File: src/rtl/cpuPkg.sv
`default_nettype none

package cpuPkg;

	localparam int dataWidth = 32;
	localparam int regAddrWidth = 5;

	// major opcodes
	localparam logic [5:0] opR = 6'h00;
	localparam logic [5:0] opLw = 6'h23;
	localparam logic [5:0] opSw = 6'h2b;
	localparam logic [5:0] opBeq = 6'h04;

	// funct field of R-type
	localparam logic [5:0] fnAdd = 6'h20;
	localparam logic [5:0] fnSub = 6'h22;
	localparam logic [5:0] fnAnd = 6'h24;
	localparam logic [5:0] fnOr = 6'h25;
	localparam logic [5:0] fnSlt = 6'h2a;

	// aluOp from control, refined in EX
	localparam logic [1:0] aluClassAdd = 2'b00; // lw, sw address
	localparam logic [1:0] aluClassSub = 2'b01; // beq
	localparam logic [1:0] aluClassFunct = 2'b10; // look at funct

	// ALU operation codes
	localparam logic [3:0] aluAnd = 4'b0000;
	localparam logic [3:0] aluOr = 4'b0001;
	localparam logic [3:0] aluAdd = 4'b0010;
	localparam logic [3:0] aluSub = 4'b0110;
	localparam logic [3:0] aluSlt = 4'b0111;

	// operand source in EX
	localparam logic [1:0] fwdNone = 2'b00; // register file value
	localparam logic [1:0] fwdWb = 2'b01; // MEM/WB writeback value
	localparam logic [1:0] fwdMem = 2'b10; // EX/MEM ALU result

	// one word, two field layouts
	typedef union packed {
		struct packed {
			logic [5:0] opcode;
			logic [regAddrWidth-1:0] rs;
			logic [regAddrWidth-1:0] rt;
			logic [regAddrWidth-1:0] rd;
			logic [4:0] shamt; // no shifts, field ignored
			logic [5:0] funct;
		} r;
		struct packed {
			logic [5:0] opcode;
			logic [regAddrWidth-1:0] rs;
			logic [regAddrWidth-1:0] rt;
			logic [15:0] imm;
		} i;
	} instrT;

	localparam instrT nop = '0; // decodes as a bubble

endpackage

`default_nettype wire

File: src/rtl/controlUnit.sv
`timescale 1ns/1ps
`default_nettype none

module controlUnit (
	input cpuPkg::instrT instr,
	output logic regWrite,
	output logic regDst, // 1 picks rd, 0 picks rt
	output logic aluSrc, // 1 picks the immediate
	output logic memRead,
	output logic memWrite,
	output logic memToReg,
	output logic branch,
	output logic [1:0] aluOp
);

	logic functKnown;

	// R-type words with other funct values (the all-zero nop too) act as bubbles
	assign functKnown = instr.r.funct inside {cpuPkg::fnAdd, cpuPkg::fnSub,
		cpuPkg::fnAnd, cpuPkg::fnOr, cpuPkg::fnSlt};

	always_comb
	begin
		regWrite = 1'b0;
		regDst = 1'b0;
		aluSrc = 1'b0;
		memRead = 1'b0;
		memWrite = 1'b0;
		memToReg = 1'b0;
		branch = 1'b0;
		aluOp = cpuPkg::aluClassAdd;
		case (instr.i.opcode)
			cpuPkg::opR:
			begin
				regWrite = functKnown;
				regDst = 1'b1;
				aluOp = cpuPkg::aluClassFunct;
			end
			cpuPkg::opLw:
			begin
				regWrite = 1'b1;
				aluSrc = 1'b1; // base + offset
				memRead = 1'b1;
				memToReg = 1'b1;
			end
			cpuPkg::opSw:
			begin
				aluSrc = 1'b1;
				memWrite = 1'b1;
			end
			cpuPkg::opBeq:
			begin
				branch = 1'b1; // compared in ID, EX result unused
				aluOp = cpuPkg::aluClassSub;
			end
			default: ; // unknown opcode, all clear
		endcase
	end

endmodule

`default_nettype wire

File: config.mk
export PLATFORM = sky130hd
export DESIGN_NAME = controlUnit
export DESIGN_NICKNAME = d
export VERILOG_FILES = /design/src/rtl/cpuPkg.sv /design/src/rtl/controlUnit.sv
export SDC_FILE = /design/constraint.sdc
export NUM_CORES = 1
export LEC_CHECK = 0
export ABC_AREA = 1
export BUFFER_PORTS_ARGS = -buffer_cell sky130_fd_sc_hd__buf_2
export CAP_MARGIN = 0
export CORE_AREA = 2 2 39 41
export DETAILED_ROUTE_END_ITERATION = 8
export DIE_AREA = 0 0 41 43
export SKIP_LAST_GASP = 1
export SYNTH_ARGS = -nofsm -noshare
export SYNTH_HDL_FRONTEND = slang
export SYNTH_SLANG_ARGS = --single-unit
export TNS_END_PERCENT = 10
File: constraint.sdc
create_clock -name vclk -period 0.8
set_input_delay 0.08 -clock vclk [all_inputs]
set_output_delay 0.08 -clock vclk [all_outputs]
set_load 0.03 [all_outputs]
==> impl_metrics.yaml <==
die:
  initial_core_util_pct: 10.40
  rows: 14
  io_pins: 41
  core_area_um2: 1384
  dieArea_um2: 1763
  die_w_um: 41
  die_y_um: 43
timing:
  fin_crit_sh_pct: 107.6
  slew_headroom_pct: 89.01
  rsz0062_at_grt: "yes"
  slew_viol_final: 0
  timing.hold.ws_ps: 562.1
  max_freq_ghz: 1.162
  timing.final.crit_period_ps: 860.7
  worstMarginPinSlew_ps: 166.0
  hold_viol: 0
  tns_ps: -201.9
  layout_setup_ws_ps: -60.68
  finalSetupViolations: 7
drt:
  totalWireLength_um: 487
  wl_per_cell_um: 7.162
  vias: 241
  firstDrtPassIters: 2
  final_antenna_net_count: 0
  first_iter_violations: 1
  drcViolationCount: 0
  viasPerCell: 3.544
placement:
  dp_hpwl_um: 421.9
  placed_cells: 67
  numPortBuffers: 21
  routabilityCongestion: 0.6354
global_route:
  antenna_found_initial: 0
  grt_max_degree: 4
  grt_pass1_vias: 194
  groute.usage.overall_pct: 5.395
  grt.overflow.total: 0
  grt_pass1_wl_um: 717
yosys:
  syn_area_um2: 143.9
  syn-num-nets: 63
  ys_seq_area_share_pct: 0
  synth_cell_types: 10
  synthCells: 31
  avgSynthCellArea_um2: 4.642
  yosysWarningCount: 0
final_layout:
  nets: 86
  area_delta_synth_final_pct: 133.0
  insertedDiodeCount: 0
  design.seq.count: 0
  post_route_cells_drive_above_1_share_pct: 71.15
  stdcell_count: 68
  final-seq-area_um2: 0
  nClkBuffers: 0
power_and_ir_drop:
  p_leak_nw: 0.1952
  p_per_area_nw_per_um2: 338.1
  ir_drop_mv: 0.1054
  total_power_uw: 113.4
setup_path:
  crit_type: "in -> out"
  arrival_ps: 780
  crit_fanout: 3
  required_ps: 720
  critPathCaptureType: "primary output"
  cp-start-kind: "input port"
status:
  status: "finished, violations left"
  violations: "negative setup slack"
cts:
  ctsHoldBuffers: 0
worst_hold_path:
  hold_class: "in -> out"
flow_run:
  max_cap_violations: 0
[per-stage QoR]
step,worst slack [ps],cell area (um2),utilization (%)
floorplan,-210.9,166.4,-
global placement,-143.7,284.0,20.52
detailed placement,-151.4,284.0,20.52
CTS,-74.96,327.8,23.69
global route,-108.3,335.3,24.23
finish,-60.68,335.3,24.23
[cells in the final DEF (no fill, tap or decap)]
cell type	n
nor2_1	2
or2_4	1
buf_4	6
buf_2	14
nor3_2	3
nor2_2	2
inv_1	5
buf_6	3
nor2_4	2
nand3_2	1
nand2_1	8
inv_2	2
nand2_2	3
[path summary, 6_finish.rpt]
kind	from	endpoint	slack, ps	depth (start not counted)
worst max-delay path	instr[27]	regWrite	-60	6
worst min-delay path	instr[30]	regDst	560	5
[where the power goes]
part           switching [mW]  internal [mW]  total [mW]
clock                       0              0           0
sequential                  0              0           0
combinational          0.0584         0.0549       0.113
[repair_timing]
item | in CTS | in global routing
buffers inserted | 1 | 0
pin swaps | 2 | 0
hold endpoints to repair | 0 | 0
setup endpoints to repair | 8 | 8
gates resized for setup | 10 | 3
[layout make-up]
class                      count  area [um2]
timing repair buffer          23       148.9
inverter                       7       26.28
tap                           16       20.02
fill                         167        1049
multi-input combinational     22       140.1
[cells in the mapped netlist, drive strengths merged]
cell type   n  area share, %
nand2      11             30
inv         7             18
nor2        6             21
nor3        3             10
buf         2             10
nand3       1            3.5
or2         1            6.1
[layer usage]
metal | wire [um] | global-route usage (%) | share of wire (%) | vias to the layer above
met5 | 0 | 0 | 0 | -
met4 | 0 | 0 | 0 | 0
met3 | 50 | 0 | 10 | 0
met2 | 284 | 11.25 | 58 | 13
met1 | 152 | 5.696 | 31 | 97
li1 | - | - | - | 131
[worst max-delay path, stage by stage]
cell	delay, ps
buf_6	90
or2_4	270
nor2_4	90
nand2_1	70
nand2_2	60
buf_6	120
[logic make-up after synthesis]
logic type	after synthesis	share of synthesized area [%]
buffers and inverters	9	28.69
AND/OR/NAND/NOR	22	71.31
Note: power is estimated with default switching activity, not from simulation.
