File: config.mk
export PLATFORM = sky130hd
export DESIGN_NAME = instMem
export DESIGN_NICKNAME = d
export VERILOG_FILES = /design/src/rtl/cpuPkg.sv /design/src/rtl/instMem.sv
export SDC_FILE = /design/constraint.sdc
export NUM_CORES = 2
export LEC_CHECK = 0
export BUFFER_PORTS_ARGS = -buffer_cell sky130_fd_sc_hd__buf_2
export CORE_MARGIN = 8
export CORE_UTILIZATION = 30
export DETAILED_ROUTE_END_ITERATION = 8
export PLACE_DENSITY = 0.54
export REMOVE_ABC_BUFFERS = 1
export SLEW_MARGIN = 0
export SYNTH_ARGS = -nofsm -noshare
export SYNTH_HDL_FRONTEND = slang
export SYNTH_SLANG_ARGS = --single-unit
File: constraint.sdc
create_clock -name clk -period 8.05 [get_ports clk]
set_clock_uncertainty 0.05 [all_clocks]
set_input_delay 0.805 -clock clk [delete_from_list [all_inputs] [get_ports clk]]
set_output_delay 0.805 -clock clk [all_outputs]
set_load 0.02 [all_outputs]
File: src/rtl/cpuPkg.sv
`default_nettype none

package cpuPkg;

	localparam int dataWidth = 32;
	localparam int regAddrWidth = 5;

	// major opcodes
	localparam logic [5:0] opR = 6'h00;
	localparam logic [5:0] opLw = 6'h23;
	localparam logic [5:0] opSw = 6'h2b;
	localparam logic [5:0] opBeq = 6'h04;

	// funct field of R-type
	localparam logic [5:0] fnAdd = 6'h20;
	localparam logic [5:0] fnSub = 6'h22;
	localparam logic [5:0] fnAnd = 6'h24;
	localparam logic [5:0] fnOr = 6'h25;
	localparam logic [5:0] fnSlt = 6'h2a;

	// aluOp from control, refined in EX
	localparam logic [1:0] aluClassAdd = 2'b00; // lw, sw address
	localparam logic [1:0] aluClassSub = 2'b01; // beq
	localparam logic [1:0] aluClassFunct = 2'b10; // look at funct

	// ALU operation codes
	localparam logic [3:0] aluAnd = 4'b0000;
	localparam logic [3:0] aluOr = 4'b0001;
	localparam logic [3:0] aluAdd = 4'b0010;
	localparam logic [3:0] aluSub = 4'b0110;
	localparam logic [3:0] aluSlt = 4'b0111;

	// operand source in EX
	localparam logic [1:0] fwdNone = 2'b00; // register file value
	localparam logic [1:0] fwdWb = 2'b01; // MEM/WB writeback value
	localparam logic [1:0] fwdMem = 2'b10; // EX/MEM ALU result

	// one word, two field layouts
	typedef union packed {
		struct packed {
			logic [5:0] opcode;
			logic [regAddrWidth-1:0] rs;
			logic [regAddrWidth-1:0] rt;
			logic [regAddrWidth-1:0] rd;
			logic [4:0] shamt; // no shifts, field ignored
			logic [5:0] funct;
		} r;
		struct packed {
			logic [5:0] opcode;
			logic [regAddrWidth-1:0] rs;
			logic [regAddrWidth-1:0] rt;
			logic [15:0] imm;
		} i;
	} instrT;

	localparam instrT nop = '0; // decodes as a bubble

endpackage

`default_nettype wire

File: src/rtl/instMem.sv
`timescale 1ns/1ps
`default_nettype none

module instMem #(
	parameter int imemDepth = 64
) (
	input logic clk,
	input logic rstN,
	input logic progWe,
	input logic [$clog2(imemDepth)-1:0] progAddr, // word index
	input logic [cpuPkg::dataWidth-1:0] progData,
	input logic [cpuPkg::dataWidth-1:0] pc, // byte address
	output logic [cpuPkg::dataWidth-1:0] instr
);

	localparam int imemAw = $clog2(imemDepth);

	logic [cpuPkg::dataWidth-1:0] mem [imemDepth];
	logic [imemAw-1:0] fetchIdx;

	assign fetchIdx = pc[imemAw+1:2]; // drop byte offset
	assign instr = mem[fetchIdx];

	// program load, only while the core sits in reset
	always_ff @(posedge clk)
	begin
		if (progWe)
			mem[progAddr] <= progData;
	end

	// pc must not run past the loaded array
	fetchInRange: assert property (@(posedge clk) disable iff (!rstN)
		pc[cpuPkg::dataWidth-1:2] < imemDepth)
		else $error("fetch index beyond instruction memory, pc %h", pc);

endmodule

`default_nettype wire

==> impl_metrics.json <==
{
  "post_drt_wl_per_cell_um": 28.7,
  "ir_worst_vdd_v": 0.000171,
  "hold_path.class": "primary input to flip-flop",
  "drc": 0,
  "post_cts_buffers": 0,
  "cts_buffers": 207,
  "drt_iter0_drc": 3792,
  "grt_max_degree": 77,
  "status": "finished, final reports clean",
  "layout-drive-gt1-share_pct": 29.2,
  "port_buffers": 77,
  "area_delta_synth_final_pct": 15.0,
  "die_x_um": 525,
  "largest_reg_flops": 2048,
  "slew_violations": 0,
  "regMostFlops": "mem",
  "hold_viol": 0,
  "period_needed_ns": 5.28,
  "start_kind": "primary input",
  "grt-ovfl-total": 0,
  "dieArea_sq_um": 276000,
  "ant_nets": 0,
  "worst_pin_slew_ns": 1.23,
  "arrival_ns": 4.42,
  "syn_inst": 3292,
  "maxCapViolations": 0,
  "io_pins": 105,
  "rsz0062_at_grt": "false",
  "powerDensity_nw_per_um2": 247,
  "gp_congestion": 0.752,
  "cp.required_ns": 7.19,
  "place_ws_ns": 2.67,
  "grtUsageTotal_pct": 14.3,
  "fin_util_pct": 34.6,
  "cts_tree": "done",
  "vias_per_cell": 5.08,
  "synth_warnings": 0,
  "end_kind": "output port",
  "dr_total_vias": 35991,
  "clkSinkCount": 2048,
  "avgSynthCellArea_sq_um": 23.7,
  "root_buffer": "clkbuf_16",
  "ys_seq_area_share_pct": 79.0,
  "firstDrtPassIters": 5,
  "grt_pass1_wl_um": 286000,
  "wl_um": 203000,
  "grt_pass1_vias": 36909,
  "antenna_found_initial": 20,
  "fin_nets": 3584,
  "critPathMaxFanout": 61,
  "top_regs": "mem (2048)",
  "clk_pin_slew_ns": 0.06,
  "ys_types": 33,
  "synth_seq_cells": 2048,
  "setup.worst_path.class": "primary input to output port",
  "syn_area_sq_um": 77900,
  "period_share_pct": 65.6,
  "fillCellCount": 23838,
  "setup_violations": 0,
  "die_height_um": 525,
  "core-area_sq_um": 259000,
  "fmax_ghz": 0.189,
  "slew_headroom_pct": 17.9,
  "hold_buffers": 0,
  "setup-tns-final_ns": 0,
  "start_util_pct": 30.1,
  "hpwl_um": 109000,
  "cts_resized": 0,
  "p_leak_nw": 27.2,
  "clock_path_buffers": 3,
  "cts_htree_levels": 4,
  "worst_slack_ns": 2.77,
  "total_power_mw": 22.1,
  "rows": 187
}
## power by group
| group | internal (mW) | leakage (nW) | switching [mW] |
|---|---|---|---|
| registers | 11.8 | 18.4 | 0.0141 |
| logic | 0.391 | 5.62 | 0.731 |
| clock network | 5.11 | 3.11 | 4.05 |
## routing by layer
metal	wire length, um	track usage (%)	share of wire (%)
met5	90	0	0.044
met4	4160	2.98	2.0
met1	84900	19.3	42
met2	100000	24.1	49
met3	13900	3.00	6.8
## layout make-up
cell class	instances	area (sq um)	area share, %
antenna	4	10.0	0.0112
tap	3402	4260	4.75
clock inverter	118	1010	1.13
sequential	2048	61500	68.7
multi-input combinational	1062	16000	17.9
clock buffer	258	5390	6.02
timing repair buffer	192	1390	1.55
## synth_stat cells
cell type	n	area, sq um
edfxtp_1	2048	61500
mux4_2	544	12300
nor2_1	137	514
mux2i_1	93	931
o22ai_1	84	526
clkbuf_1	74	278
a21oi_1	62	310
buf_2	57	285
o221ai_1	27	236
nand2_1	26	97.6
buf_4	25	188
buf_1	21	78.8
nor2b_1	15	93.8
a22oi_1	12	90.1
a311oi_1	8	70.1
nand2b_1	8	50.1
nor3_1	7	35.0
buf_6	5	56.3
nand3_1	5	25.0
nand3b_1	5	37.5
a41o_1	4	40.0
and3_1	4	25.0
o32ai_1	4	35.0
or3_1	3	18.8
or3b_2	3	26.3
and2_1	2	12.5
nand4_1	2	12.5
or3b_1	2	17.5
a31oi_1	1	6.26
nand4b_1	1	8.76
or2_0	1	6.26
or2_1	1	6.26
or2_2	1	6.26
## critical path, cell delays in order
cell and delay, ns:
buf_8 0.36, buf_4 0.74, nand2b_1 0.82, o22ai_1 0.19
nor2_1 0.44, a21oi_1 0.25, nor2_1 0.33, buf_2 0.24
## kinds of logic after synthesis
kind of cell / Yosys count / synth area share [%]
AOI/OAI and AO/OA: 202 / 1.69
buffers and inverters: 182 / 1.14
DFF: 2048 / 79.0
muxes: 637 / 16.9
and+or+nand+nor: 223 / 1.28
## final timing paths
kind	cells after the start	from	endpoint
min	2	progAddr[1]	mem[48][10]$_DFFE_PP_
max	8	pc[4]	instr[5]
## per-stage QoR
stage / cells / hold WS, ns / area (sq um)
6_report: 7084 / 0.569 / 89500
5_1_grt: 7080 / 0.546 / 89500
4_1_cts: 7080 / 0.514 / 89500
3_5_place_dp: 6704 / 1.41 / 83100
3_3_place_gp: 6704 / 1.41 / 83100
2_1_floorplan: 3110 / 0.854 / 77000
## placed cells by master, fill, tap and decap left out, types with 8 or more instances in the layout
cell type  synthesis  layout
clkbuf_1          74      50
o221ai_1          27      27
nor2_1           137      74
mux2i_1           93      93
a21oi_1           62      62
clkinv_2           0      25
mux4_2           544     544
o22ai_1           84      84
bufinv_16          0      11
buf_2             57      73
inv_16             0       8
a311oi_1           8       8
buf_4             25     107
nand2_1           26      26
nor2b_1           15      15
edfxtp_1        2048    2048
nor2_4             0      62
clkbuf_16          0     208
a22oi_1           12      12
clkinv_1           0      60
buf_12             0       8
(Power assumes the default switching activity.)
