File: config.mk
export PLATFORM = sky130hd
export DESIGN_NAME = hazardUnit
export DESIGN_NICKNAME = d
export VERILOG_FILES = /design/src/rtl/cpuPkg.sv /design/src/rtl/hazardUnit.sv
export SDC_FILE = /design/constraint.sdc
export NUM_CORES = 1
export LEC_CHECK = 0
export ABC_AREA = 1
export BUFFER_PORTS_ARGS = -buffer_cell sky130_fd_sc_hd__buf_4
export CORE_UTILIZATION = 35
export DETAILED_ROUTE_END_ITERATION = 10
export GPL_TIMING_DRIVEN = 0
export PLACE_DENSITY = 0.76
export SETUP_SLACK_MARGIN = 0.3
export SYNTH_ARGS = -nofsm -noshare
export SYNTH_HDL_FRONTEND = slang
export SYNTH_SLANG_ARGS = --single-unit
File: constraint.sdc
create_clock -name vclk -period 1.7
set_input_delay 0.085 -clock vclk [all_inputs]
set_output_delay 0.085 -clock vclk [all_outputs]
set_load 0.02 [all_outputs]
File: src/rtl/cpuPkg.sv
`default_nettype none

package cpuPkg;

	localparam int dataWidth = 32;
	localparam int regAddrWidth = 5;

	// major opcodes
	localparam logic [5:0] opR = 6'h00;
	localparam logic [5:0] opLw = 6'h23;
	localparam logic [5:0] opSw = 6'h2b;
	localparam logic [5:0] opBeq = 6'h04;

	// funct field of R-type
	localparam logic [5:0] fnAdd = 6'h20;
	localparam logic [5:0] fnSub = 6'h22;
	localparam logic [5:0] fnAnd = 6'h24;
	localparam logic [5:0] fnOr = 6'h25;
	localparam logic [5:0] fnSlt = 6'h2a;

	// aluOp from control, refined in EX
	localparam logic [1:0] aluClassAdd = 2'b00; // lw, sw address
	localparam logic [1:0] aluClassSub = 2'b01; // beq
	localparam logic [1:0] aluClassFunct = 2'b10; // look at funct

	// ALU operation codes
	localparam logic [3:0] aluAnd = 4'b0000;
	localparam logic [3:0] aluOr = 4'b0001;
	localparam logic [3:0] aluAdd = 4'b0010;
	localparam logic [3:0] aluSub = 4'b0110;
	localparam logic [3:0] aluSlt = 4'b0111;

	// operand source in EX
	localparam logic [1:0] fwdNone = 2'b00; // register file value
	localparam logic [1:0] fwdWb = 2'b01; // MEM/WB writeback value
	localparam logic [1:0] fwdMem = 2'b10; // EX/MEM ALU result

	// one word, two field layouts
	typedef union packed {
		struct packed {
			logic [5:0] opcode;
			logic [regAddrWidth-1:0] rs;
			logic [regAddrWidth-1:0] rt;
			logic [regAddrWidth-1:0] rd;
			logic [4:0] shamt; // no shifts, field ignored
			logic [5:0] funct;
		} r;
		struct packed {
			logic [5:0] opcode;
			logic [regAddrWidth-1:0] rs;
			logic [regAddrWidth-1:0] rt;
			logic [15:0] imm;
		} i;
	} instrT;

	localparam instrT nop = '0; // decodes as a bubble

endpackage

`default_nettype wire

File: src/rtl/hazardUnit.sv
`timescale 1ns/1ps
`default_nettype none

module hazardUnit (
	input logic clk,
	input logic rstN,
	input logic [cpuPkg::regAddrWidth-1:0] rs, // decode stage
	input logic [cpuPkg::regAddrWidth-1:0] rt,
	input logic branch,
	input logic exMemRead,
	input logic exRegWrite,
	input logic [cpuPkg::regAddrWidth-1:0] exDest,
	input logic [cpuPkg::regAddrWidth-1:0] exRs,
	input logic [cpuPkg::regAddrWidth-1:0] exRt,
	input logic memRegWrite,
	input logic [cpuPkg::regAddrWidth-1:0] memDest,
	input logic wbRegWrite,
	input logic [cpuPkg::regAddrWidth-1:0] wbDest,
	output logic stall,
	output logic [1:0] fwdA,
	output logic [1:0] fwdB
);

	logic exWrites, memWrites, wbWrites;
	logic exHit, memHit; // producer matches a decode operand
	logic loadUse, branchWait;

	// writes to $0 never create a dependency
	assign exWrites = exRegWrite && (exDest != '0);
	assign memWrites = memRegWrite && (memDest != '0);
	assign wbWrites = wbRegWrite && (wbDest != '0);

	assign exHit = (exDest == rs) || (exDest == rt);
	assign memHit = (memDest == rs) || (memDest == rt);

	// one bubble lets the loaded word reach WB before the use enters EX
	assign loadUse = exMemRead && exWrites && exHit;
	// no bypass into the comparator, so beq waits until WB writes through
	assign branchWait = branch && ((exWrites && exHit) || (memWrites && memHit));
	assign stall = loadUse || branchWait;

	// nearest producer wins
	assign fwdA = (memWrites && memDest == exRs) ? cpuPkg::fwdMem :
		(wbWrites && wbDest == exRs) ? cpuPkg::fwdWb : cpuPkg::fwdNone;
	assign fwdB = (memWrites && memDest == exRt) ? cpuPkg::fwdMem :
		(wbWrites && wbDest == exRt) ? cpuPkg::fwdWb : cpuPkg::fwdNone;

	// any producer leaves EX and MEM behind bubbles within two cycles
	stallBounded: assert property (@(posedge clk) disable iff (!rstN)
		stall ##1 stall |=> !stall)
		else $error("stall held for more than two cycles");

endmodule

`default_nettype wire

==> summary.txt <==
Place
  • Port Buffers: 42
  • Gp weighted congestion: between 0.7 and 0.8
  • Detail Placement HPWL: 1615 µm
  • Post-Place Worst Slack: 705.0 ps

Yosys
  • Syn Area/Cell: roughly 5.0 µm²
  • Area leader, netlist: nand2_1
  • Post-synthesis instance total: 140
  • YS warnings: 0
  • Synthesized area: 701.9 µm²
  • Top post-synthesis cells by area: nand2_1 (28%), xnor2_1 (22%), nor2_1 (11%)
  • Library cells used by synthesis: 17
  • Share of the synthesized area in the top cell type: 28.34%
  • Syn_nets: approximately 180
  • Seq/Total Area, Yosys: 0%

Route
  • Vias/cell: approximately 4.3
  • Routed wire length: roughly 1800 µm
  • Initial DRC count: 6
  • DR pass1 iterations: 4
  • Routed vias: 882
  • Routed length on met2: about 870 µm
  • Highest Signal Layer: met3
  • Met3 routed WL: between 40 and 50 µm
  • # DRC: 0
  • Metal-1 WL: 934 µm
  • Routed Antenna Nets: 0
  • Routed WL per cell: ~8.9 µm

Power and ir drop
  • Leak pwr: ~0.62 nW
  • Power per cell area: between 200 and 250 nW/µm²
  • Peak VDD IR: 0.0001109 V

Cells and area
  • FF+latch count: 0
  • Commonest non-fill, non-tap cell in the layout: nand2_1
  • Area growth syn-to-layout: 49.38%
  • Filler cells: 204
  • Most frequent cells in the layout: nand2_1 (53), buf_4 (43), nor2_1 (20)
  • Layout clock buffers: 0
  • Diodes inserted: 0
  • Register area: 0 µm²
  • Multi-input combinational cell area: around 600 µm²
  • Layout cells sized above 1: between 20% and 30%
  • Final nets: between 200 and 250

CTS
  • # Post-CTS Setup Buffers: 0
  • Hold Buf Count CTS: 0
  • CTS resizes: 0

Floorplanning
  • Die width: roughly 47 µm
  • Chip height: between 40 and 50 µm
  • Initial Utilization: between 30% and 40%
  • Die area: 2188 µm²
  • # rows: 15
  • Core ar.: about 1800 µm²
  • Io pins: 47

STA
  • RSZ-0062 raised after global routing: false
  • Final Max Tran Viols: 0
  • Max Fclk: 995.2 MHz
  • Minimum clock period: 1005 ps
  • Worst setup margin: between 600 and 700 ps
  • Tightest Pin Transition: a little over 200 ps
  • Final period utilization: between 50% and 60%
  • Max_slew headroom: 86.43%
  • Setup tns final: 0 ps
  • Fin. Hold Viols: 0
  • Final setup fails: 0

Setup path
  • Critical path type: in -> out
  • CP max FO: 3
  • Crit path DAT: roughly 920 ps
  • Crit. End Element: output port
  • Worst EP required: roughly 1600 ps
  • Startpoint Class: input pin

Global routing
  • Vias in the first global route: 733
  • Final global-route overflow total: 0
  • First-pass GRT wire length: 2953 µm
  • Antenna violations before repair: 0
  • Total global-route track usage: between 15 and 20%
  • Largest net degree at the start of global routing: 7

Hold path
  • Min-delay worst type: in -> out

Flow run
  • Max Cap Viol: 0

Run status
  • Status: finished, final reports clean
[worst max-delay path: stages]
cell      delay [ps]
buf_4            120
nor2_1           130
nand2_1           60
o21ai_0          190
nand3b_1         140
nor2_1            50
buf_4            150
[report_power, final]
part | internal, mW | switching, mW | leakage (nW) | total, mW
registers | 0 | 0 | 0 | 0
clock network | 0 | 0 | 0 | 0
logic | 0.129 | 0.118 | 0.618 | 0.247
total | 0.129 | 0.118 | 0.618 | 0.247
[logic make-up (layout without fill, tap and decap cells)]
group / count (synthesis) / count (layout) / synth area share, %
AND/OR/NAND/NOR: 85 / 85 / 50.27
buffers and inverters: 26 / 68 / 14.80
XOR/XNOR: 25 / 25 / 31.19
AO/OA/AOI/OAI: 4 / 4 / 3.744
[final cells by class]
type	instances	share of cell area (%)
Multi-Input combinational cell	114	57.04
Timing Repair Buffer	42	30.07
Inverter	23	8.234
Tap cell	25	2.983
Buffer	3	1.671
[final timing paths]
check,cells past startpoint,slack [ps],from,endpoint
worst max-delay path,7,700,wbDest[0],fwdB[0]
worst min-delay path,4,580,memRegWrite,fwdB[1]
[cell usage after synthesis]
cell type   n
o21ai_2     1
nand2_1    53
inv_1      18
inv_2       5
o21ai_0     2
nand3_1     6
o21bai_1    1
nor2_1     20
xnor2_1    18
nand4_1     1
xor2_1      7
nand3_2     1
nand3b_1    1
nor3_1      1
buf_4       1
nor3_2      2
buf_2       2
[layer usage]
layer  vias up  global-route usage, %
li1        497                      -
met1       369                  26.67
met2        16                  30.83
met3         0                      0
met4         0                      0
met5         -                      0
[stage by stage]
stage               cell area (µm²)  hold slack [ps]  power [mW]  cells  util [%]
global placement               1049            578.7      0.2423    207     58.19
detailed placement             1049            580.9      0.2462    207     58.19
finish                         1049            579.2      0.2474    207     58.19
CTS                            1049            581.1      0.2478    207     58.19
global route                   1049            595.3      0.2762    207     58.19
floorplan                     701.9            321.0      0.1312    140         -
(Power assumes the default switching activity.)
