==> src/rtl/cpuPkg.sv <==
`default_nettype none

package cpuPkg;

	localparam int dataWidth = 32;
	localparam int regAddrWidth = 5;

	// major opcodes
	localparam logic [5:0] opR = 6'h00;
	localparam logic [5:0] opLw = 6'h23;
	localparam logic [5:0] opSw = 6'h2b;
	localparam logic [5:0] opBeq = 6'h04;

	// funct field of R-type
	localparam logic [5:0] fnAdd = 6'h20;
	localparam logic [5:0] fnSub = 6'h22;
	localparam logic [5:0] fnAnd = 6'h24;
	localparam logic [5:0] fnOr = 6'h25;
	localparam logic [5:0] fnSlt = 6'h2a;

	// aluOp from control, refined in EX
	localparam logic [1:0] aluClassAdd = 2'b00; // lw, sw address
	localparam logic [1:0] aluClassSub = 2'b01; // beq
	localparam logic [1:0] aluClassFunct = 2'b10; // look at funct

	// ALU operation codes
	localparam logic [3:0] aluAnd = 4'b0000;
	localparam logic [3:0] aluOr = 4'b0001;
	localparam logic [3:0] aluAdd = 4'b0010;
	localparam logic [3:0] aluSub = 4'b0110;
	localparam logic [3:0] aluSlt = 4'b0111;

	// operand source in EX
	localparam logic [1:0] fwdNone = 2'b00; // register file value
	localparam logic [1:0] fwdWb = 2'b01; // MEM/WB writeback value
	localparam logic [1:0] fwdMem = 2'b10; // EX/MEM ALU result

	// one word, two field layouts
	typedef union packed {
		struct packed {
			logic [5:0] opcode;
			logic [regAddrWidth-1:0] rs;
			logic [regAddrWidth-1:0] rt;
			logic [regAddrWidth-1:0] rd;
			logic [4:0] shamt; // no shifts, field ignored
			logic [5:0] funct;
		} r;
		struct packed {
			logic [5:0] opcode;
			logic [regAddrWidth-1:0] rs;
			logic [regAddrWidth-1:0] rt;
			logic [15:0] imm;
		} i;
	} instrT;

	localparam instrT nop = '0; // decodes as a bubble

endpackage

`default_nettype wire

==> src/rtl/regFile.sv <==
`timescale 1ns/1ps
`default_nettype none

module regFile (
	input logic clk,
	input logic rstN,
	input logic [cpuPkg::regAddrWidth-1:0] rsAddr,
	input logic [cpuPkg::regAddrWidth-1:0] rtAddr,
	input logic [cpuPkg::regAddrWidth-1:0] wrAddr,
	input logic [cpuPkg::dataWidth-1:0] wrData,
	input logic wrEn,
	output logic [cpuPkg::dataWidth-1:0] rsData,
	output logic [cpuPkg::dataWidth-1:0] rtData
);

	localparam int numRegs = 2 ** cpuPkg::regAddrWidth;

	logic [cpuPkg::dataWidth-1:0] regs [numRegs];
	logic wrLive; // write that actually lands

	assign wrLive = wrEn && (wrAddr != '0); // $0 stays zero

	always_ff @(posedge clk)
	begin
		if (!rstN)
		begin
			for (int k = 0; k < numRegs; k++)
				regs[k] <= '0;
		end
		else if (wrLive)
			regs[wrAddr] <= wrData;
	end

	// WB and ID share a cycle, so bypass the write to readers
	// of the same index instead of splitting the clock
	assign rsData = (wrLive && wrAddr == rsAddr) ? wrData : regs[rsAddr];
	assign rtData = (wrLive && wrAddr == rtAddr) ? wrData : regs[rtAddr];

endmodule

`default_nettype wire

==> config.mk <==
export PLATFORM = sky130hd
export DESIGN_NAME = regFile
export DESIGN_NICKNAME = d
export VERILOG_FILES = /design/src/rtl/cpuPkg.sv /design/src/rtl/regFile.sv
export SDC_FILE = /design/constraint.sdc
export NUM_CORES = 2
export LEC_CHECK = 0
export BUFFER_PORTS_ARGS = -buffer_cell sky130_fd_sc_hd__buf_4
export CAP_MARGIN = 20
export CORE_MARGIN = 3
export CORE_UTILIZATION = 62
export CTS_BUF_LIST = sky130_fd_sc_hd__clkbuf_8
export DETAILED_ROUTE_END_ITERATION = 12
export PLACE_DENSITY_LB_ADDON = 0.15
export RECOVER_POWER = 50
export SLEW_MARGIN = 20
export SYNTH_ARGS = -nofsm -noshare
export SYNTH_HDL_FRONTEND = slang
export SYNTH_SLANG_ARGS = --single-unit
==> constraint.sdc <==
create_clock -name clk -period 11.7 [get_ports clk]
set_clock_uncertainty 0.2 [all_clocks]
set_input_delay 1.17 -clock clk [delete_from_list [all_inputs] [get_ports clk]]
set_output_delay 1.17 -clock clk [all_outputs]
set_load 0.01 [all_outputs]
==> qor.yml <==
tightestPinTransition_ns: 4.227
start_util: 0.6277
portBuffers: 113
failed_checks: "capacitance limit, slew limit"
dp.cells: 4494
post_cts_resized: 0
grt_setup_unrepaired: "no"
setup_tns_ns: 0
drt_wl_total_um: 180100
worstSetupEndpointType: "register"
finalWorstSetupSlack_ns: 4.062
synthesis_to_finish_area_growth_pct: 8.287
drt_iter0_drc: 6275
number_of_distinct_library_cells_after_synthesis: 38
worstPathMaxFanout: 35
post_cts.repair.setup_buffers: 0
clock_tree.htree_level_count: 4
worst_ep_arrival_time_ns: 7.92
num_io_pins: 114
grt_total_usage: 0.4062
setup.worst_path.class: "in2reg"
grt_overflow: 0
clock.fmax_mhz: 130.9
period_utilization: 0.6528
cts_inserted_buffers: 168
finish.cell_count_without_fillers: 4787
critical_path_required_ns: 11.98
synth.yosys.seq_area_share: 0.5735
cts.reportedPaths.clkPinSlew_ns: 0.06
relSlewSlack: -1.848
power-per-cell-area_nw_per_um2: 140.7
cpMaxStageDelayCell: "o21ai_0"
worst_hold_path.endpoint: "regs[22][5]"
cpLargestDelayFamily: "compound AO/OA/AOI/OAI gates"
drt_drc_violations_left: 0
cap_violations: 62
layout.cells.most_common_list: "1024 x edfxtp_1, 617 x and2_1, 508 x mux4_2"
initial_antenna_violation_count: 18
clock_sink_count: 1024
synth_cells: 3499
report.final.slew_viol_count: 1134
cts_buffer_depth: 3
die-width_um: 300.1
synth_area_um2: 53610
cellLeakagePower_nw: 19.37
whs_path_depth: 2
post-place-ws_ns: 5.665
finalWorstPathRequiredPeriod_ns: 7.638
chipHeight_um: 300.1
critical_path.max_stage_delay_ns: 3.21
avgRoutedWirePerCell_um: 37.62
hold-worst-slack_ns: 0.6242
route.vias.total: 35930
placement_rows: 107
core_area_um2: 85410
crit_path_start_kind: "input port"
outcome: "finished with violations"
grt_first_pass_wirelength_um: 254800
synth.ff_latch_count: 1024
clock_tree_from_tritoncts: "yes"
yosys_warnings: 0
peakVddDrop_v: 0.0001219
timing.final.hold_violations: 0
detailed_place_hpwl_um: 101900
final_common_cell: "edfxtp_1"
fillCellCount: 5897
syn_avg_cell_area_um2: 15.32
initial_drt_pass_iterations: 8
largest_reg_flops: 1024
cp_cell_sequence: "clkbuf_1, nand4b_1, clkbuf_1, o21ai_0, buf_4"
cp_num_buf_inv: 3
design.final.nets: 3570
largest_net_degree_at_the_start_of_global_routing: 161
die_area_um2: 90040
hold_path.class: "in2reg"
setup_viol: 0
cpMostUsedCell: "clkbuf_1"
vias_per_cell: 7.506
hold_start: "wrData[5]"
biggestRegsByFlops: "regs (1024)"
drive_gt1_frac: 0.2514
via_count_of_the_first_global_routing_pass: 36470
library_cell_used_as_clock_root_buffer: "clkbuf_8"
max_flop_register: "regs"
postCtsHoldBufs: 0
final_weighted_congestion_of_routability_driven_global_placement: 0.8837
drtAntennaViolNets: 0
[synth_stat cells, drive strengths merged]
library cell,number,area [um^2]
a31oi,1,6.260
and2,992,6206
buf,120,721.9
clkbuf,272,1028
conb,1,3.750
edfxtp,1024,30750
inv,1,3.750
mux2i,11,110.1
mux4,508,11440
nand2,70,262.8
nand2b,2,12.51
nand3,9,45.04
nand3b,10,75.07
nand4,2,12.51
nand4b,2,17.52
nor2,38,150.2
nor2b,3,18.77
nor3,1,5.000
nor4,3,18.77
nor4bb,1,10.01
o2111a,2,22.52
o2111ai,1,8.760
o211a,1,10.01
o211ai,1,7.510
o21ai,93,465.5
o22ai,248,1551
o31ai,1,21.27
or3,3,23.77
or3b,4,35.03
or4,64,480.5
xnor2,6,52.55
xor2,4,35.03
[metrics by stage]
| step | util | total power, W | cell area (um^2) |
|---|---|---|---|
| floorplan | - | 0.005013 | 53730 |
| global placement | 0.6517 | 0.005362 | 55660 |
| detailed placement | 0.6524 | 0.005408 | 55730 |
| CTS | 0.6858 | 0.008139 | 58570 |
| global route | 0.6794 | 0.008372 | 58030 |
| finish | 0.6797 | 0.008171 | 58060 |
[per-layer routing]
| layer | share of wire | global-route usage | vias to the layer above |
|---|---|---|---|
| li1 | - | - | 13630 |
| met1 | 0.32 | 0.5311 | 18090 |
| met2 | 0.44 | 0.5836 | 3459 |
| met3 | 0.17 | 0.1503 | 745 |
| met4 | 0.069 | 0.2507 | 6 |
| met5 | 0.00022 | 0.007576 | - |
[kinds of logic (layout without fill, tap and decap cells)]
family                 after synthesis  after routing  synth area share
other                                1             44        0.00006995
buffers and inverters              393            494           0.03272
multiplexers                       519            519            0.2155
flip-flops                        1024           1024            0.5735
XOR/XNOR                            10             10          0.001634
AO/OA/AOI/OAI                      348            348           0.03904
AND/OR/NAND/NOR                   1204           1204            0.1375
[area by class of cell]
cell class                 instances  area [um^2]  area share
clock buffer                     175         2409     0.04149
clock inverter                   106        437.9    0.007543
tap                             1144         1431     0.02466
antenna                           12        30.03   0.0005172
multi-input combinational       2113        21400      0.3687
timing repair buffer             212         1590     0.02739
sequential                      1024        30750      0.5297
inverter                           1        3.754  0.00006466
[power by group]
group	switching, W	internal [W]
logic	0.000573	0.000433
clock network	0.00145	0.00137
registers	0.000102	0.00425
total	0.00212	0.00605
[how the worst max path moves through the flow]
| stage | endpoint | cells after the start | slack, ns | start |
|---|---|---|---|---|
| 2_1_floorplan | regs[24][0] | 4 | 6.31 | rstN |
| 3_3_place_gp | rsData[30] | 9 | 5.62 | rsAddr[0] |
| 3_5_place_dp | rsData[21] | 8 | 5.67 | rsAddr[0] |
| 4_1_cts | rsData[21] | 8 | 5.66 | rsAddr[0] |
| 5_1_grt | regs[5][18] | 5 | 4.04 | rstN |
| 6_report | regs[5][13] | 5 | 4.06 | rstN |
(Power assumes the default switching activity.)
