## config.mk

```make
export PLATFORM = sky130hd
export DESIGN_NAME = dataMem
export DESIGN_NICKNAME = d
export VERILOG_FILES = /design/src/rtl/cpuPkg.sv /design/src/rtl/dataMem.sv
export SDC_FILE = /design/constraint.sdc
export NUM_CORES = 2
export LEC_CHECK = 0
export ABC_CLOCK_PERIOD_IN_PS = 10100
export BUFFER_PORTS_ARGS = -buffer_cell sky130_fd_sc_hd__buf_2
export CORE_MARGIN = 3
export CORE_UTILIZATION = 40
export DETAILED_ROUTE_END_ITERATION = 6
export PLACE_DENSITY = 0.56
export SYNTH_ARGS = -nofsm -noshare
export SYNTH_HDL_FRONTEND = slang
export SYNTH_SLANG_ARGS = --single-unit
```

## constraint.sdc

```tcl
create_clock -name clk -period 10.1 [get_ports clk]
set_clock_uncertainty 0.15 [all_clocks]
set_input_delay 2.525 -clock clk [delete_from_list [all_inputs] [get_ports clk]]
set_output_delay 2.525 -clock clk [all_outputs]
set_load 0.1 [all_outputs]
```

## src/rtl/cpuPkg.sv

```systemverilog
`default_nettype none

package cpuPkg;

	localparam int dataWidth = 32;
	localparam int regAddrWidth = 5;

	// major opcodes
	localparam logic [5:0] opR = 6'h00;
	localparam logic [5:0] opLw = 6'h23;
	localparam logic [5:0] opSw = 6'h2b;
	localparam logic [5:0] opBeq = 6'h04;

	// funct field of R-type
	localparam logic [5:0] fnAdd = 6'h20;
	localparam logic [5:0] fnSub = 6'h22;
	localparam logic [5:0] fnAnd = 6'h24;
	localparam logic [5:0] fnOr = 6'h25;
	localparam logic [5:0] fnSlt = 6'h2a;

	// aluOp from control, refined in EX
	localparam logic [1:0] aluClassAdd = 2'b00; // lw, sw address
	localparam logic [1:0] aluClassSub = 2'b01; // beq
	localparam logic [1:0] aluClassFunct = 2'b10; // look at funct

	// ALU operation codes
	localparam logic [3:0] aluAnd = 4'b0000;
	localparam logic [3:0] aluOr = 4'b0001;
	localparam logic [3:0] aluAdd = 4'b0010;
	localparam logic [3:0] aluSub = 4'b0110;
	localparam logic [3:0] aluSlt = 4'b0111;

	// operand source in EX
	localparam logic [1:0] fwdNone = 2'b00; // register file value
	localparam logic [1:0] fwdWb = 2'b01; // MEM/WB writeback value
	localparam logic [1:0] fwdMem = 2'b10; // EX/MEM ALU result

	// one word, two field layouts
	typedef union packed {
		struct packed {
			logic [5:0] opcode;
			logic [regAddrWidth-1:0] rs;
			logic [regAddrWidth-1:0] rt;
			logic [regAddrWidth-1:0] rd;
			logic [4:0] shamt; // no shifts, field ignored
			logic [5:0] funct;
		} r;
		struct packed {
			logic [5:0] opcode;
			logic [regAddrWidth-1:0] rs;
			logic [regAddrWidth-1:0] rt;
			logic [15:0] imm;
		} i;
	} instrT;

	localparam instrT nop = '0; // decodes as a bubble

endpackage

`default_nettype wire

```

## src/rtl/dataMem.sv

```systemverilog
`timescale 1ns/1ps
`default_nettype none

module dataMem #(
	parameter int dmemDepth = 64
) (
	input logic clk,
	input logic [cpuPkg::dataWidth-1:0] addr, // byte address from ALU
	input logic [cpuPkg::dataWidth-1:0] wrData,
	input logic memWrite,
	output logic [cpuPkg::dataWidth-1:0] rdData
);

	localparam int dmemAw = $clog2(dmemDepth);

	logic [cpuPkg::dataWidth-1:0] mem [dmemDepth];
	logic [dmemAw-1:0] wordIdx;

	assign wordIdx = addr[dmemAw+1:2];

	always_ff @(posedge clk)
	begin
		if (memWrite)
			mem[wordIdx] <= wrData;
	end

	// read every cycle, only lw results get used
	assign rdData = mem[wordIdx];

	// high address bits are dropped by wordIdx, so a store past
	// the array would silently alias a low word
	storeInRange: assert property (@(posedge clk)
		memWrite |-> addr[cpuPkg::dataWidth-1:2] < dmemDepth)
		else $error("store to %h outside data memory", addr);

endmodule

`default_nettype wire

```

==> results by group <==
Cells and area
  • Nets: 4449
  • Most frequent cells in the layout: edfxtp_1 (2048), mux2i_1 (259), clkbuf_16 (204)
  • Sequential Area: 61500 µm²
  • Multi-input gate area: 16100 µm²
  • Top Registers: mem (2048)
  • Area grow syn2layout: 13.9%
  • Number of flip-flops in the largest register: 2048
  • Largest Register: mem
  • Commonest non-fill, non-tap cell in the layout: edfxtp_1
  • Post-Route Utilization: 46.1%
  • Share of cells above drive strength 1: 18.9%
  • Fillers: 16400

Place
  • I/O Buffers: 71
  • Post-DP HPWL: 121000 µm
  • GP Congestion: 0.809

GRT
  • Tot GR Track Use: 21.7%
  • Gr ovfl total: 0
  • Largest net degree at the start of global routing: 80
  • Global route hottest layer: met2
  • Vias in the first global route: 41500
  • Met1 usage in global routing: 30.4%
  • Global-route track usage on met3: 3.09%
  • Met2 Use GR: 35.2%
  • Initial antenna violation count: 6
  • First-pass GRT wire length: 312000 µm

Floorplan
  • Site Rows: 161
  • Core ar.: 194000 µm²
  • Initial Util: 40.4%
  • DIE WIDTH: 448 µm
  • Io pins: 98
  • Die ar.: 201000 µm²
  • Die height: 448 µm

Worst setup path
  • CP startpoint kind: input pin
  • Arr. time, crit path: 6.54 ns
  • Crit. End Element: primary output
  • Max stage delay cell, worst path: a2111oi_0
  • Worst setup startpoint: addr[2]
  • CP required: 7.43 ns
  • Worst Path Max Fanout: 70
  • Critical Setup Path Class: in2out
  • CP cell instances: buf_8 > buf_4 > buf_4 > mux4_2 > nand3_1 > nand3_1 > a2111oi_0 > nand4_1 > buf_2
  • CP max stage delay: 0.69 ns

Power
  • Pwr dens: 199 nW/µm²
  • Switching Fraction: 22.5%
  • Leakage dissipation: 28.4 nW
  • Comb pwr share: 6.1%
  • Peak supply drop: 0.174 mV
  • Register share of total power: 53.0%
  • NetSw: 4.01 mW
  • P_int: 13.8 mW
  • Clk pwr share: 40.9%

CTS
  • CTS tree: built
  • Clock Tree Buf Depth: 3
  • Clock Tree Root: clkbuf_16
  • Cts hold-fix bufs: 0
  • Post-CTS Resized: 0
  • CTS HTree Levels: 4
  • Postcts setup bufs: 0
  • Cts bufs inserted: 202
  • Sink Count: 2048
  • Clock transition at path regs: 0.06 ns

Logic synthesis
  • Post-synth EDFFs: 2048
  • Sequential cell area fraction in the yosys report: 78.6%
  • Synthesized area per cell: 18.6 µm²
  • #FFs+latches synth: 2048
  • Post-synth ARST share: 0%
  • Yosys warnings: 0
  • Post-Syn Area: 78300 µm²
  • Net Count, Synth: 4273
  • Top_reg_cell synth: edfxtp_1
  • Mapped Cells: 4207
  • Distinct cells, synth: 55

Job
  • MaxCap Viol Count: 0

STA
  • Final-report hold violation count: 0
  • Final setup violation count: 0
  • Measured slew at the worst slew-check pin: 1.21 ns
  • Worst slew margin: 19.1%
  • Unrepaired setup endpoints after global routing: no
  • Slew Limit Fails: 0
  • Setup_tns: 0 ns
  • Period utilisation layout: 91.2%
  • Fmax: 109 MHz
  • Hold_ws: 2.18 ns
  • Fin crit period: 9.21 ns

Route
  • Vias per Instance: 5.88
  • WL/cell: 30.7 µm
  • # DRC: 0
  • Detailed Route WL: 220000 µm
  • Final ANT Viol Nets: 0
  • Pre-Repair DR Iteration Count: 5
  • Via count: 42100
  • 1st-iter DRT viols: 4794

Worst hold path
  • HP Start: wrData[7]
  • Hold Crit Class: in2reg

Status
  • Status: finished, final reports clean
## logic make-up (layout without fill, tap and decap cells)
| kind of cell | after synthesis | after routing | synth area share [%] |
|---|---|---|---|
| DFF | 2048 | 2048 | 78.6 |
| AOI/OAI and AO/OA | 933 | 933 | 8.73 |
| muxes | 502 | 502 | 8.19 |
| and+or+nand+nor | 424 | 424 | 2.83 |
| buffers and inverters | 300 | 633 | 1.70 |
| other | 0 | 11 | 0 |
## cell usage after synthesis (4+ instances only)
library cell / n / area, µm²
mux2_2: 147 / 1660
a211oi_1: 17 / 128
a222oi_1: 16 / 160
and3_1: 85 / 532
and2_1: 5 / 31.3
nand2_1: 28 / 105
buf_1: 33 / 124
buf_2: 83 / 415
or4b_1: 14 / 140
a21oi_1: 121 / 606
nor2b_1: 8 / 50.1
a31oi_1: 43 / 269
clkbuf_1: 168 / 631
mux2i_1: 259 / 2590
a221oi_1: 175 / 1530
o2bb2ai_1: 15 / 131
a2111oi_0: 15 / 131
or3_1: 4 / 25.0
nor2_1: 145 / 544
a22oi_1: 188 / 1410
a221o_1: 15 / 150
o21ai_0: 84 / 420
or4_1: 15 / 113
o221ai_1: 6 / 52.6
a22o_1: 66 / 578
nor3_1: 22 / 110
nand3_1: 54 / 270
nor4_1: 14 / 87.6
mux4_2: 96 / 2160
o22ai_1: 93 / 582
nand2b_1: 18 / 113
buf_4: 8 / 60.1
o22a_1: 70 / 613
edfxtp_1: 2048 / 61500
## stage by stage
| step | cell area [µm²] | setup slack, ns | std cells | power, mW |
|---|---|---|---|---|
| global route | 89200 | 0.666 | 7153 | 18.3 |
| global placement | 82800 | 0.753 | 6787 | 10.7 |
| CTS | 89200 | 0.808 | 7148 | 17.9 |
| floorplan | 78300 | 1.98 | 4207 | 10.2 |
| finish | 89200 | 0.888 | 7159 | 17.8 |
| detailed placement | 82800 | 0.797 | 6787 | 10.7 |
## routing by layer
metal  share of wire [%]  routed length, µm
met1                  42              93300
met5                   0                  0
met4                 3.2               7100
met3                 6.6              14500
met2                  48             105000
## worst paths after layout
| path | endpoint | cells past startpoint |
|---|---|---|
| worst max-delay path | rdData[0] | 9 |
| worst min-delay path | mem[41][7]$_DFFE_PP_ | 2 |
## power by group through the flow
| stage | clock [mW] | combinational [mW] | sequential, mW |
|---|---|---|---|
| after global routing | 7.72 | 1.14 | 9.42 |
| final | 7.27 | 1.08 | 9.42 |
| after detailed placement | 0 | 1.09 | 9.60 |
| after CTS | 7.37 | 1.09 | 9.42 |
| after global placement | 0 | 1.08 | 9.60 |
| after floorplan | 0 | 0.609 | 9.60 |
## critical path: cells and delay by family
kind                   cells  cell delay, ns
buffers and inverters      4            1.93
and+or+nand+nor            3            0.73
AOI/OAI and AO/OA          1            0.69
muxes                      1            0.55
## cell type report
type,instances,share of cell area [%]
flip-flops and latches,2048,68.9
multi-input cells,1859,18.0
clock buffers,259,5.95
well taps,2608,3.66
repair buffers,270,2.26
clock inverters,102,1.14
diodes,11,0.0309
inverters,2,0.0168
Power figures use the tool's default switching activity.
