File: config.mk
export PLATFORM = sky130hd
export DESIGN_NAME = executeStage
export DESIGN_NICKNAME = d
export VERILOG_FILES = /design/src/rtl/cpuPkg.sv /design/src/rtl/executeStage.sv
export SDC_FILE = /design/constraint.sdc
export NUM_CORES = 1
export LEC_CHECK = 0
export BUFFER_PORTS_ARGS = -buffer_cell sky130_fd_sc_hd__buf_2
export CAP_MARGIN = 25
export CELL_PAD_IN_SITES_DETAIL_PLACEMENT = 0
export CELL_PAD_IN_SITES_GLOBAL_PLACEMENT = 2
export CORE_MARGIN = 2
export CORE_UTILIZATION = 28
export DETAILED_ROUTE_END_ITERATION = 16
export PLACE_DENSITY_LB_ADDON = 0.12
export SETUP_SLACK_MARGIN = 0.15
export SYNTH_ARGS = -nofsm -noshare
export SYNTH_HDL_FRONTEND = slang
export SYNTH_SLANG_ARGS = --single-unit
File: constraint.sdc
create_clock -name vclk -period 5.51
set_clock_uncertainty 0.15 [all_clocks]
set_input_delay 0.2755 -clock vclk [all_inputs]
set_output_delay 0.2755 -clock vclk [all_outputs]
set_load 0.01 [all_outputs]
File: src/rtl/cpuPkg.sv
`default_nettype none

package cpuPkg;

	localparam int dataWidth = 32;
	localparam int regAddrWidth = 5;

	// major opcodes
	localparam logic [5:0] opR = 6'h00;
	localparam logic [5:0] opLw = 6'h23;
	localparam logic [5:0] opSw = 6'h2b;
	localparam logic [5:0] opBeq = 6'h04;

	// funct field of R-type
	localparam logic [5:0] fnAdd = 6'h20;
	localparam logic [5:0] fnSub = 6'h22;
	localparam logic [5:0] fnAnd = 6'h24;
	localparam logic [5:0] fnOr = 6'h25;
	localparam logic [5:0] fnSlt = 6'h2a;

	// aluOp from control, refined in EX
	localparam logic [1:0] aluClassAdd = 2'b00; // lw, sw address
	localparam logic [1:0] aluClassSub = 2'b01; // beq
	localparam logic [1:0] aluClassFunct = 2'b10; // look at funct

	// ALU operation codes
	localparam logic [3:0] aluAnd = 4'b0000;
	localparam logic [3:0] aluOr = 4'b0001;
	localparam logic [3:0] aluAdd = 4'b0010;
	localparam logic [3:0] aluSub = 4'b0110;
	localparam logic [3:0] aluSlt = 4'b0111;

	// operand source in EX
	localparam logic [1:0] fwdNone = 2'b00; // register file value
	localparam logic [1:0] fwdWb = 2'b01; // MEM/WB writeback value
	localparam logic [1:0] fwdMem = 2'b10; // EX/MEM ALU result

	// one word, two field layouts
	typedef union packed {
		struct packed {
			logic [5:0] opcode;
			logic [regAddrWidth-1:0] rs;
			logic [regAddrWidth-1:0] rt;
			logic [regAddrWidth-1:0] rd;
			logic [4:0] shamt; // no shifts, field ignored
			logic [5:0] funct;
		} r;
		struct packed {
			logic [5:0] opcode;
			logic [regAddrWidth-1:0] rs;
			logic [regAddrWidth-1:0] rt;
			logic [15:0] imm;
		} i;
	} instrT;

	localparam instrT nop = '0; // decodes as a bubble

endpackage

`default_nettype wire

File: src/rtl/executeStage.sv
`timescale 1ns/1ps
`default_nettype none

module executeStage (
	input logic [1:0] aluOp,
	input logic [5:0] funct,
	input logic aluSrc,
	input logic [cpuPkg::dataWidth-1:0] opA, // ID/EX register values
	input logic [cpuPkg::dataWidth-1:0] opB,
	input logic [15:0] imm,
	input logic [1:0] fwdA,
	input logic [1:0] fwdB,
	input logic [cpuPkg::dataWidth-1:0] memFwd, // EX/MEM ALU result
	input logic [cpuPkg::dataWidth-1:0] wbFwd, // value being written back
	output logic [cpuPkg::dataWidth-1:0] aluResult,
	output logic [cpuPkg::dataWidth-1:0] storeValue
);

	logic [cpuPkg::dataWidth-1:0] srcA, srcB, immExt;
	logic [3:0] aluCtl;

	function automatic logic [cpuPkg::dataWidth-1:0] fwdMux(
		input logic [1:0] sel,
		input logic [cpuPkg::dataWidth-1:0] regVal,
		input logic [cpuPkg::dataWidth-1:0] memVal,
		input logic [cpuPkg::dataWidth-1:0] wbVal
	);
		case (sel)
			cpuPkg::fwdMem: return memVal;
			cpuPkg::fwdWb: return wbVal;
			default: return regVal;
		endcase
	endfunction

	assign srcA = fwdMux(fwdA, opA, memFwd, wbFwd);
	assign storeValue = fwdMux(fwdB, opB, memFwd, wbFwd); // sw data, rt after bypass
	assign immExt = {{(cpuPkg::dataWidth-16){imm[15]}}, imm};
	assign srcB = aluSrc ? immExt : storeValue;

	// ALU control
	always_comb
	begin
		case (aluOp)
			cpuPkg::aluClassSub: aluCtl = cpuPkg::aluSub;
			cpuPkg::aluClassFunct:
			begin
				case (funct)
					cpuPkg::fnSub: aluCtl = cpuPkg::aluSub;
					cpuPkg::fnAnd: aluCtl = cpuPkg::aluAnd;
					cpuPkg::fnOr: aluCtl = cpuPkg::aluOr;
					cpuPkg::fnSlt: aluCtl = cpuPkg::aluSlt;
					default: aluCtl = cpuPkg::aluAdd; // fnAdd
				endcase
			end
			default: aluCtl = cpuPkg::aluAdd; // address calc
		endcase
	end

	always_comb
	begin
		case (aluCtl)
			cpuPkg::aluAdd: aluResult = srcA + srcB;
			cpuPkg::aluSub: aluResult = srcA - srcB;
			cpuPkg::aluAnd: aluResult = srcA & srcB;
			cpuPkg::aluOr: aluResult = srcA | srcB;
			cpuPkg::aluSlt:
				aluResult = {{(cpuPkg::dataWidth-1){1'b0}}, $signed(srcA) < $signed(srcB)};
			default: aluResult = '0;
		endcase
	end

endmodule

`default_nettype wire

==> flow_metrics.env, run 1 <==
export IMPL_seq_cell_count=0
export IMPL_drtIter0Drc=799
export IMPL_cpLargestDelayFamily="compound AO/OA/AOI/OAI gates"
export IMPL_syn_instance_count=1084
export IMPL_port_buffers=221
export IMPL_worst_setup_path_start_kind="input port"
export IMPL_crit_arrival_ps=4460
export IMPL_worst_slew_pin_slew_ps=1000
export IMPL_maxSlewHeadroom_pct=33.1
export IMPL_die_w_um=159
export IMPL_final_antenna_net_count=0
export IMPL_dieArea_mm2=0.0254
export IMPL_cp_buffers_inverters=4
export IMPL_area_delta_synth_final_pct=20.5
export IMPL_powerDensity_mw_per_mm2=180
export IMPL_grt_pass1_wl_um=49400
export IMPL_start_util_pct=28.7
export IMPL_worst_ep_required_time_ps=5080
export IMPL_hold_violations=0
export IMPL_period_share_pct=88.7
export IMPL_nets=1524
export IMPL_path_max_fanout=15
export IMPL_placementRows=56
export IMPL_dp_cells=1577
export IMPL_worst_setup_path_type="in -> out"
export IMPL_syn_nets=1348
export IMPL_wirelength_um=32600
export IMPL_syn_area_per_cell_um2=6.24
export IMPL_rsz0062_at_grt="no"
export IMPL_worstSetupEndpointType="output pin"
export IMPL_drive_gt1_share_pct=22.3
export IMPL_overflow=0
export IMPL_grt_max_degree=49
export IMPL_cap_violations=0
export IMPL_drt_first_pass_iters=5
export IMPL_synth_area_mm2=0.00677
export IMPL_slew_violations=0
export IMPL_layout_common_cells="buf_2 (221), inv_1 (127), nor2_1 (122)"
export IMPL_p_leak_nw=3.99
export IMPL_grt_pass1_vias=8214
export IMPL_setup_tns_ps=0
export IMPL_dieHeight_um=159
export IMPL_place_gp_congestion=0.909
export IMPL_grt_total_usage_pct=24.1
export IMPL_register_area_um2=0
export IMPL_vias=8790
export IMPL_wl_per_cell_um=20.7
export IMPL_critPathMaxStageDelay_ps=500
export IMPL_fmax_ghz=0.205
export IMPL_fill_cells=2687
export IMPL_cp_slowest_cell="o21ai_0"
export IMPL_io_pins=221
export IMPL_hp_class="in -> out"
export IMPL_coreArea_mm2=0.0236
export IMPL_antenna_found_initial=4
export IMPL_drc=0
export IMPL_crit_chain="buf_2 > inv_1 > ha_2 > a22oi_1 > nor2_1 > a21oi_1 > o21ai_0 > ha_1 > inv_1 > o211ai_1 > a211o_1 > o211a_4 > o31ai_1 > a21oi_1 > o21bai_1 > nor3_1 > a2111o_1 > buf_2"
export IMPL_setup_viol=0
export IMPL_netlist_cell_type_count=81
export IMPL_outcome="finished, final reports clean"
export IMPL_clock_buffers=0
export IMPL_post_route_min_period_ps=4890
export IMPL_hpwl_um=26600
export IMPL_seq_area_frac_synth_pct=0
export IMPL_post_drt_via_cell_ratio=5.56
export IMPL_stdcell_count=1580
export IMPL_yosys_warnings=0
export IMPL_final_common_cell="buf_2"
export IMPL_ir_drop_v=0.0000755
==> worst min-delay path, delay by kind of cell <==
kind                   cells  cell delay [ps]
buffers and inverters      3              240
AO/OA/AOI/OAI              1               70
==> Yosys cell counts, types with 11 or more instances <==
| library cell | count | area [um2] |
|---|---|---|
| o21bai_1 | 11 | 82.6 |
| nand3_1 | 17 | 85.1 |
| a21o_1 | 13 | 97.6 |
| a211oi_1 | 13 | 97.6 |
| a21oi_1 | 112 | 561 |
| clkbuf_1 | 50 | 188 |
| nand2_1 | 89 | 334 |
| o22ai_1 | 26 | 163 |
| nand2b_1 | 13 | 81.3 |
| ha_1 | 105 | 1310 |
| a22oi_1 | 65 | 488 |
| inv_1 | 127 | 477 |
| nor2_1 | 123 | 462 |
| nor3_1 | 11 | 55.1 |
| o21ai_0 | 90 | 450 |
| o211ai_1 | 12 | 90.1 |
| a221oi_1 | 14 | 123 |
==> report_power, final <==
group	total, mW	switching (mW)	internal (mW)
Clock	0.0000000732	0	0.0000000731
Combinational	1.46	0.924	0.540
Sequential	0	0	0
Total	1.46	0.924	0.540
==> kinds of logic after synthesis <==
logic type      synth area share [%]
compound gates                  45.7
simple gates                    21.2
buf+inv                         12.6
fa+ha+maj                       20.0
xor+xnor                       0.259
mux                            0.148
==> path summary, 6_finish.rpt <==
check / from / end / slack (ps) / depth (start not counted)
setup / recovery: fwdB[1] / aluResult[17] / 620 / 18
hold / removal: opB[12] / storeValue[12] / 710 / 4
==> stage by stage <==
| step | hold slack, ps | setup slack (ps) | util, % | total power [mW] | area [um2] |
|---|---|---|---|---|---|
| 5_1_grt | 726 | 225 | 34.5 | 1.61 | 8160 |
| 3_3_place_gp | 706 | 422 | 34.5 | 1.45 | 8140 |
| 4_1_cts | 708 | 326 | 34.5 | 1.45 | 8140 |
| 6_report | 705 | 625 | 34.5 | 1.46 | 8160 |
| 3_5_place_dp | 703 | 335 | 34.5 | 1.44 | 8140 |
| 2_1_floorplan | 536 | 1020 | - | 0.970 | 6770 |
==> routing by layer <==
metal	wire (um)	share of wire [%]	vias up	global-route usage [%]
met5	0	0	-	0
met4	414	1.3	0	3.76
li1	-	-	4293	-
met2	13100	40	387	34.5
met3	2680	8.2	22	3.80
met1	16500	50	4088	37.8
==> final cells by class <==
type / count / area (um2) / share of cell area, %
tap: 319 / 399 / 4.89
antenna: 3 / 7.51 / 0.0920
timing repair buffer: 249 / 1330 / 16.3
inverter: 128 / 480 / 5.89
multi-input combinational: 881 / 5940 / 72.8
==> what timing repair did <==
action | CTS | global route
setup endpoints to repair | 0 | 7
buffers inserted | 0 | 0
hold buffers | 0 | 0
gates resized for setup | 0 | 3
No activity file was read; power rests on OpenSTA's default activity.
==> run 2: changes to the inputs <==
--- a/config.mk
+++ b/config.mk
@@ -5,7 +5,7 @@
 export SDC_FILE = /design/constraint.sdc
 export NUM_CORES = 1
 export LEC_CHECK = 0
-export BUFFER_PORTS_ARGS = -buffer_cell sky130_fd_sc_hd__buf_2
+export BUFFER_PORTS_ARGS = -buffer_cell sky130_fd_sc_hd__clkbuf_2
 export CAP_MARGIN = 25
 export CELL_PAD_IN_SITES_DETAIL_PLACEMENT = 0
 export CELL_PAD_IN_SITES_GLOBAL_PLACEMENT = 2
==> flow_metrics.env, run 2 (synthesis results as in run 1) <==
export IMPL_outcome="finished, final reports clean"
export IMPL_wirelength_um=32600
export IMPL_p_sw_mw=0.930
export IMPL_worstSetupEndpointType="output pin"
export IMPL_drt_first_pass_iters=5
export IMPL_dieArea_mm2=0.0254
export IMPL_start_util_pct=28.7
export IMPL_sequentialPowerShare_pct=0
export IMPL_holdWs_ps=710
export IMPL_setup_tns_ps=0
export IMPL_overflow=0
export IMPL_worst_setup_path_start_kind="input port"
export IMPL_worst_setup_path_type="in -> out"
export IMPL_setup_viol=0
export IMPL_maxSlewHeadroom_pct=32.0
export IMPL_worst_ep_required_time_ps=5080
export IMPL_register_area_um2=0
export IMPL_stdcell_count=1577
export IMPL_dp_cells=1575
export IMPL_intPower_mw=0.536
export IMPL_antenna_found_initial=2
export IMPL_worstHoldPathCells=4
export IMPL_hp_class="in -> out"
export IMPL_post_drt_via_cell_ratio=5.50
export IMPL_seq_cell_count=0
export IMPL_cap_violations=0
export IMPL_rsz0062_at_grt="no"
export IMPL_hold_violations=0
export IMPL_placementRows=56
export IMPL_grt_max_degree=43
export IMPL_post_route_util_pct=34.4
export IMPL_slew_violations=0
export IMPL_cp_endpoint="aluResult[31]"
export IMPL_die_w_um=159
export IMPL_drive_gt1_share_pct=22.1
export IMPL_post_route_min_period_ps=5030
export IMPL_crit_arrival_ps=4600
export IMPL_coreArea_mm2=0.0236
export IMPL_nets=1522
export IMPL_place_gp_congestion=0.877
export IMPL_combPwrFrac_pct=100.0
export IMPL_dieHeight_um=159
export IMPL_final_antenna_net_count=0
export IMPL_wl_per_cell_um=20.7
export IMPL_fill_cells=2704
export IMPL_worst_slew_pin_slew_ps=1020
export IMPL_path_max_fanout=19
export IMPL_period_share_pct=91.2
export IMPL_fmax_ghz=0.199
export IMPL_vias=8677
export IMPL_grt_total_usage_pct=24.5
export IMPL_finalPower_mw=1.47
export IMPL_swShare_pct=63.4
export IMPL_grt_pass1_vias=8367
export IMPL_p_leak_nw=4.02
export IMPL_pwr_share_clk_pct=0
export IMPL_multi_input_area_mm2=0.00593
export IMPL_grt_pass1_wl_um=49900
export IMPL_drc=0
export IMPL_drtIter0Drc=730
export IMPL_startpoint="fwdA[1]"
export IMPL_clock_buffers=0
export IMPL_ir_drop_v=0.0000657
export IMPL_powerDensity_mw_per_mm2=180
export IMPL_io_pins=221
export IMPL_port_buffers=221
export IMPL_layout_common_cells="clkbuf_2 (221), inv_1 (127), nor2_1 (122)"
export IMPL_area_delta_synth_final_pct=20.0
export IMPL_hpwl_um=26600
export IMPL_holdBufCountCts=0
export IMPL_final_common_cell="clkbuf_2"
run 2: changes by cell type in the layout (fill, tap and decap cells not counted):
cell      before  now
buf_2        221    0
clkbuf_2       0  221
buf_4         27   25
diode_2        3    2
ha_1         102  103
ha_4           1    0
nand2_1       88   89
nand2_2        1    0
run 2: layout make-up:
class                           count  area share (%)
Antenna cell                        2          0.0616
Inverter                          128            5.91
Multi-Input combinational cell    881            72.9
Tap cell                          319            4.91
Timing Repair Buffer              247            16.2
run 2: worst min path at each step:
stage / startpoint / endpoint / slack [ps]
after detailed placement: opB[13] / storeValue[13] / 710
after global routing: opB[13] / storeValue[13] / 730
after global placement: opB[12] / storeValue[12] / 710
after floorplan: opB[0] / storeValue[0] / 540
after CTS: opB[13] / storeValue[13] / 710
final: opB[12] / storeValue[12] / 710
run 2: layer usage:
| layer | share of wire (%) | global-route usage [%] | up-vias |
|---|---|---|---|
| met5 | 0 | 0 | - |
| met1 | 51 | 37.8 | 4005 |
| met3 | 7.1 | 3.59 | 26 |
| li1 | - | - | 4276 |
| met2 | 40 | 35.7 | 370 |
| met4 | 1.8 | 4.09 | 0 |
run 2: worst max-delay path, stage by stage:
cell	delay (ps)
clkbuf_2	100
inv_1	50
ha_1	470
buf_4	340
a22oi_1	120
o21ai_0	630
ha_1	480
or3_1	370
nor2_1	150
a21oi_1	140
a221oi_4	300
o2111ai_2	260
a2111oi_0	480
a211oi_1	80
a21oi_1	200
clkbuf_2	160
run 2: power by group through the flow:
stage | logic [mW] | registers (mW) | clock network (mW)
2_1_floorplan | 0.970 | 0 | 0
3_3_place_gp | 1.45 | 0 | 0
3_5_place_dp | 1.44 | 0 | 0
4_1_cts | 1.45 | 0 | 0
5_1_grt | 1.61 | 0 | 0.0000000487
6_report | 1.47 | 0 | 0.0000000488
run 2: repair_timing:
| action | 4_1_cts | 5_1_grt |
|---|---|---|
| hold endpoints to repair | 0 | 0 |
| buffers inserted | 0 | 0 |
| gates resized for setup | 0 | 1 |
| setup endpoints to repair | 0 | 1 |
run 2: stage by stage:
| stage | instance area, um2 | setup WS [ps] |
|---|---|---|
| 2_1_floorplan | 6770 | 1020 |
| 3_3_place_gp | 8120 | 508 |
| 3_5_place_dp | 8120 | 465 |
| 4_1_cts | 8120 | 454 |
| 5_1_grt | 8130 | 165 |
| 6_report | 8130 | 482 |
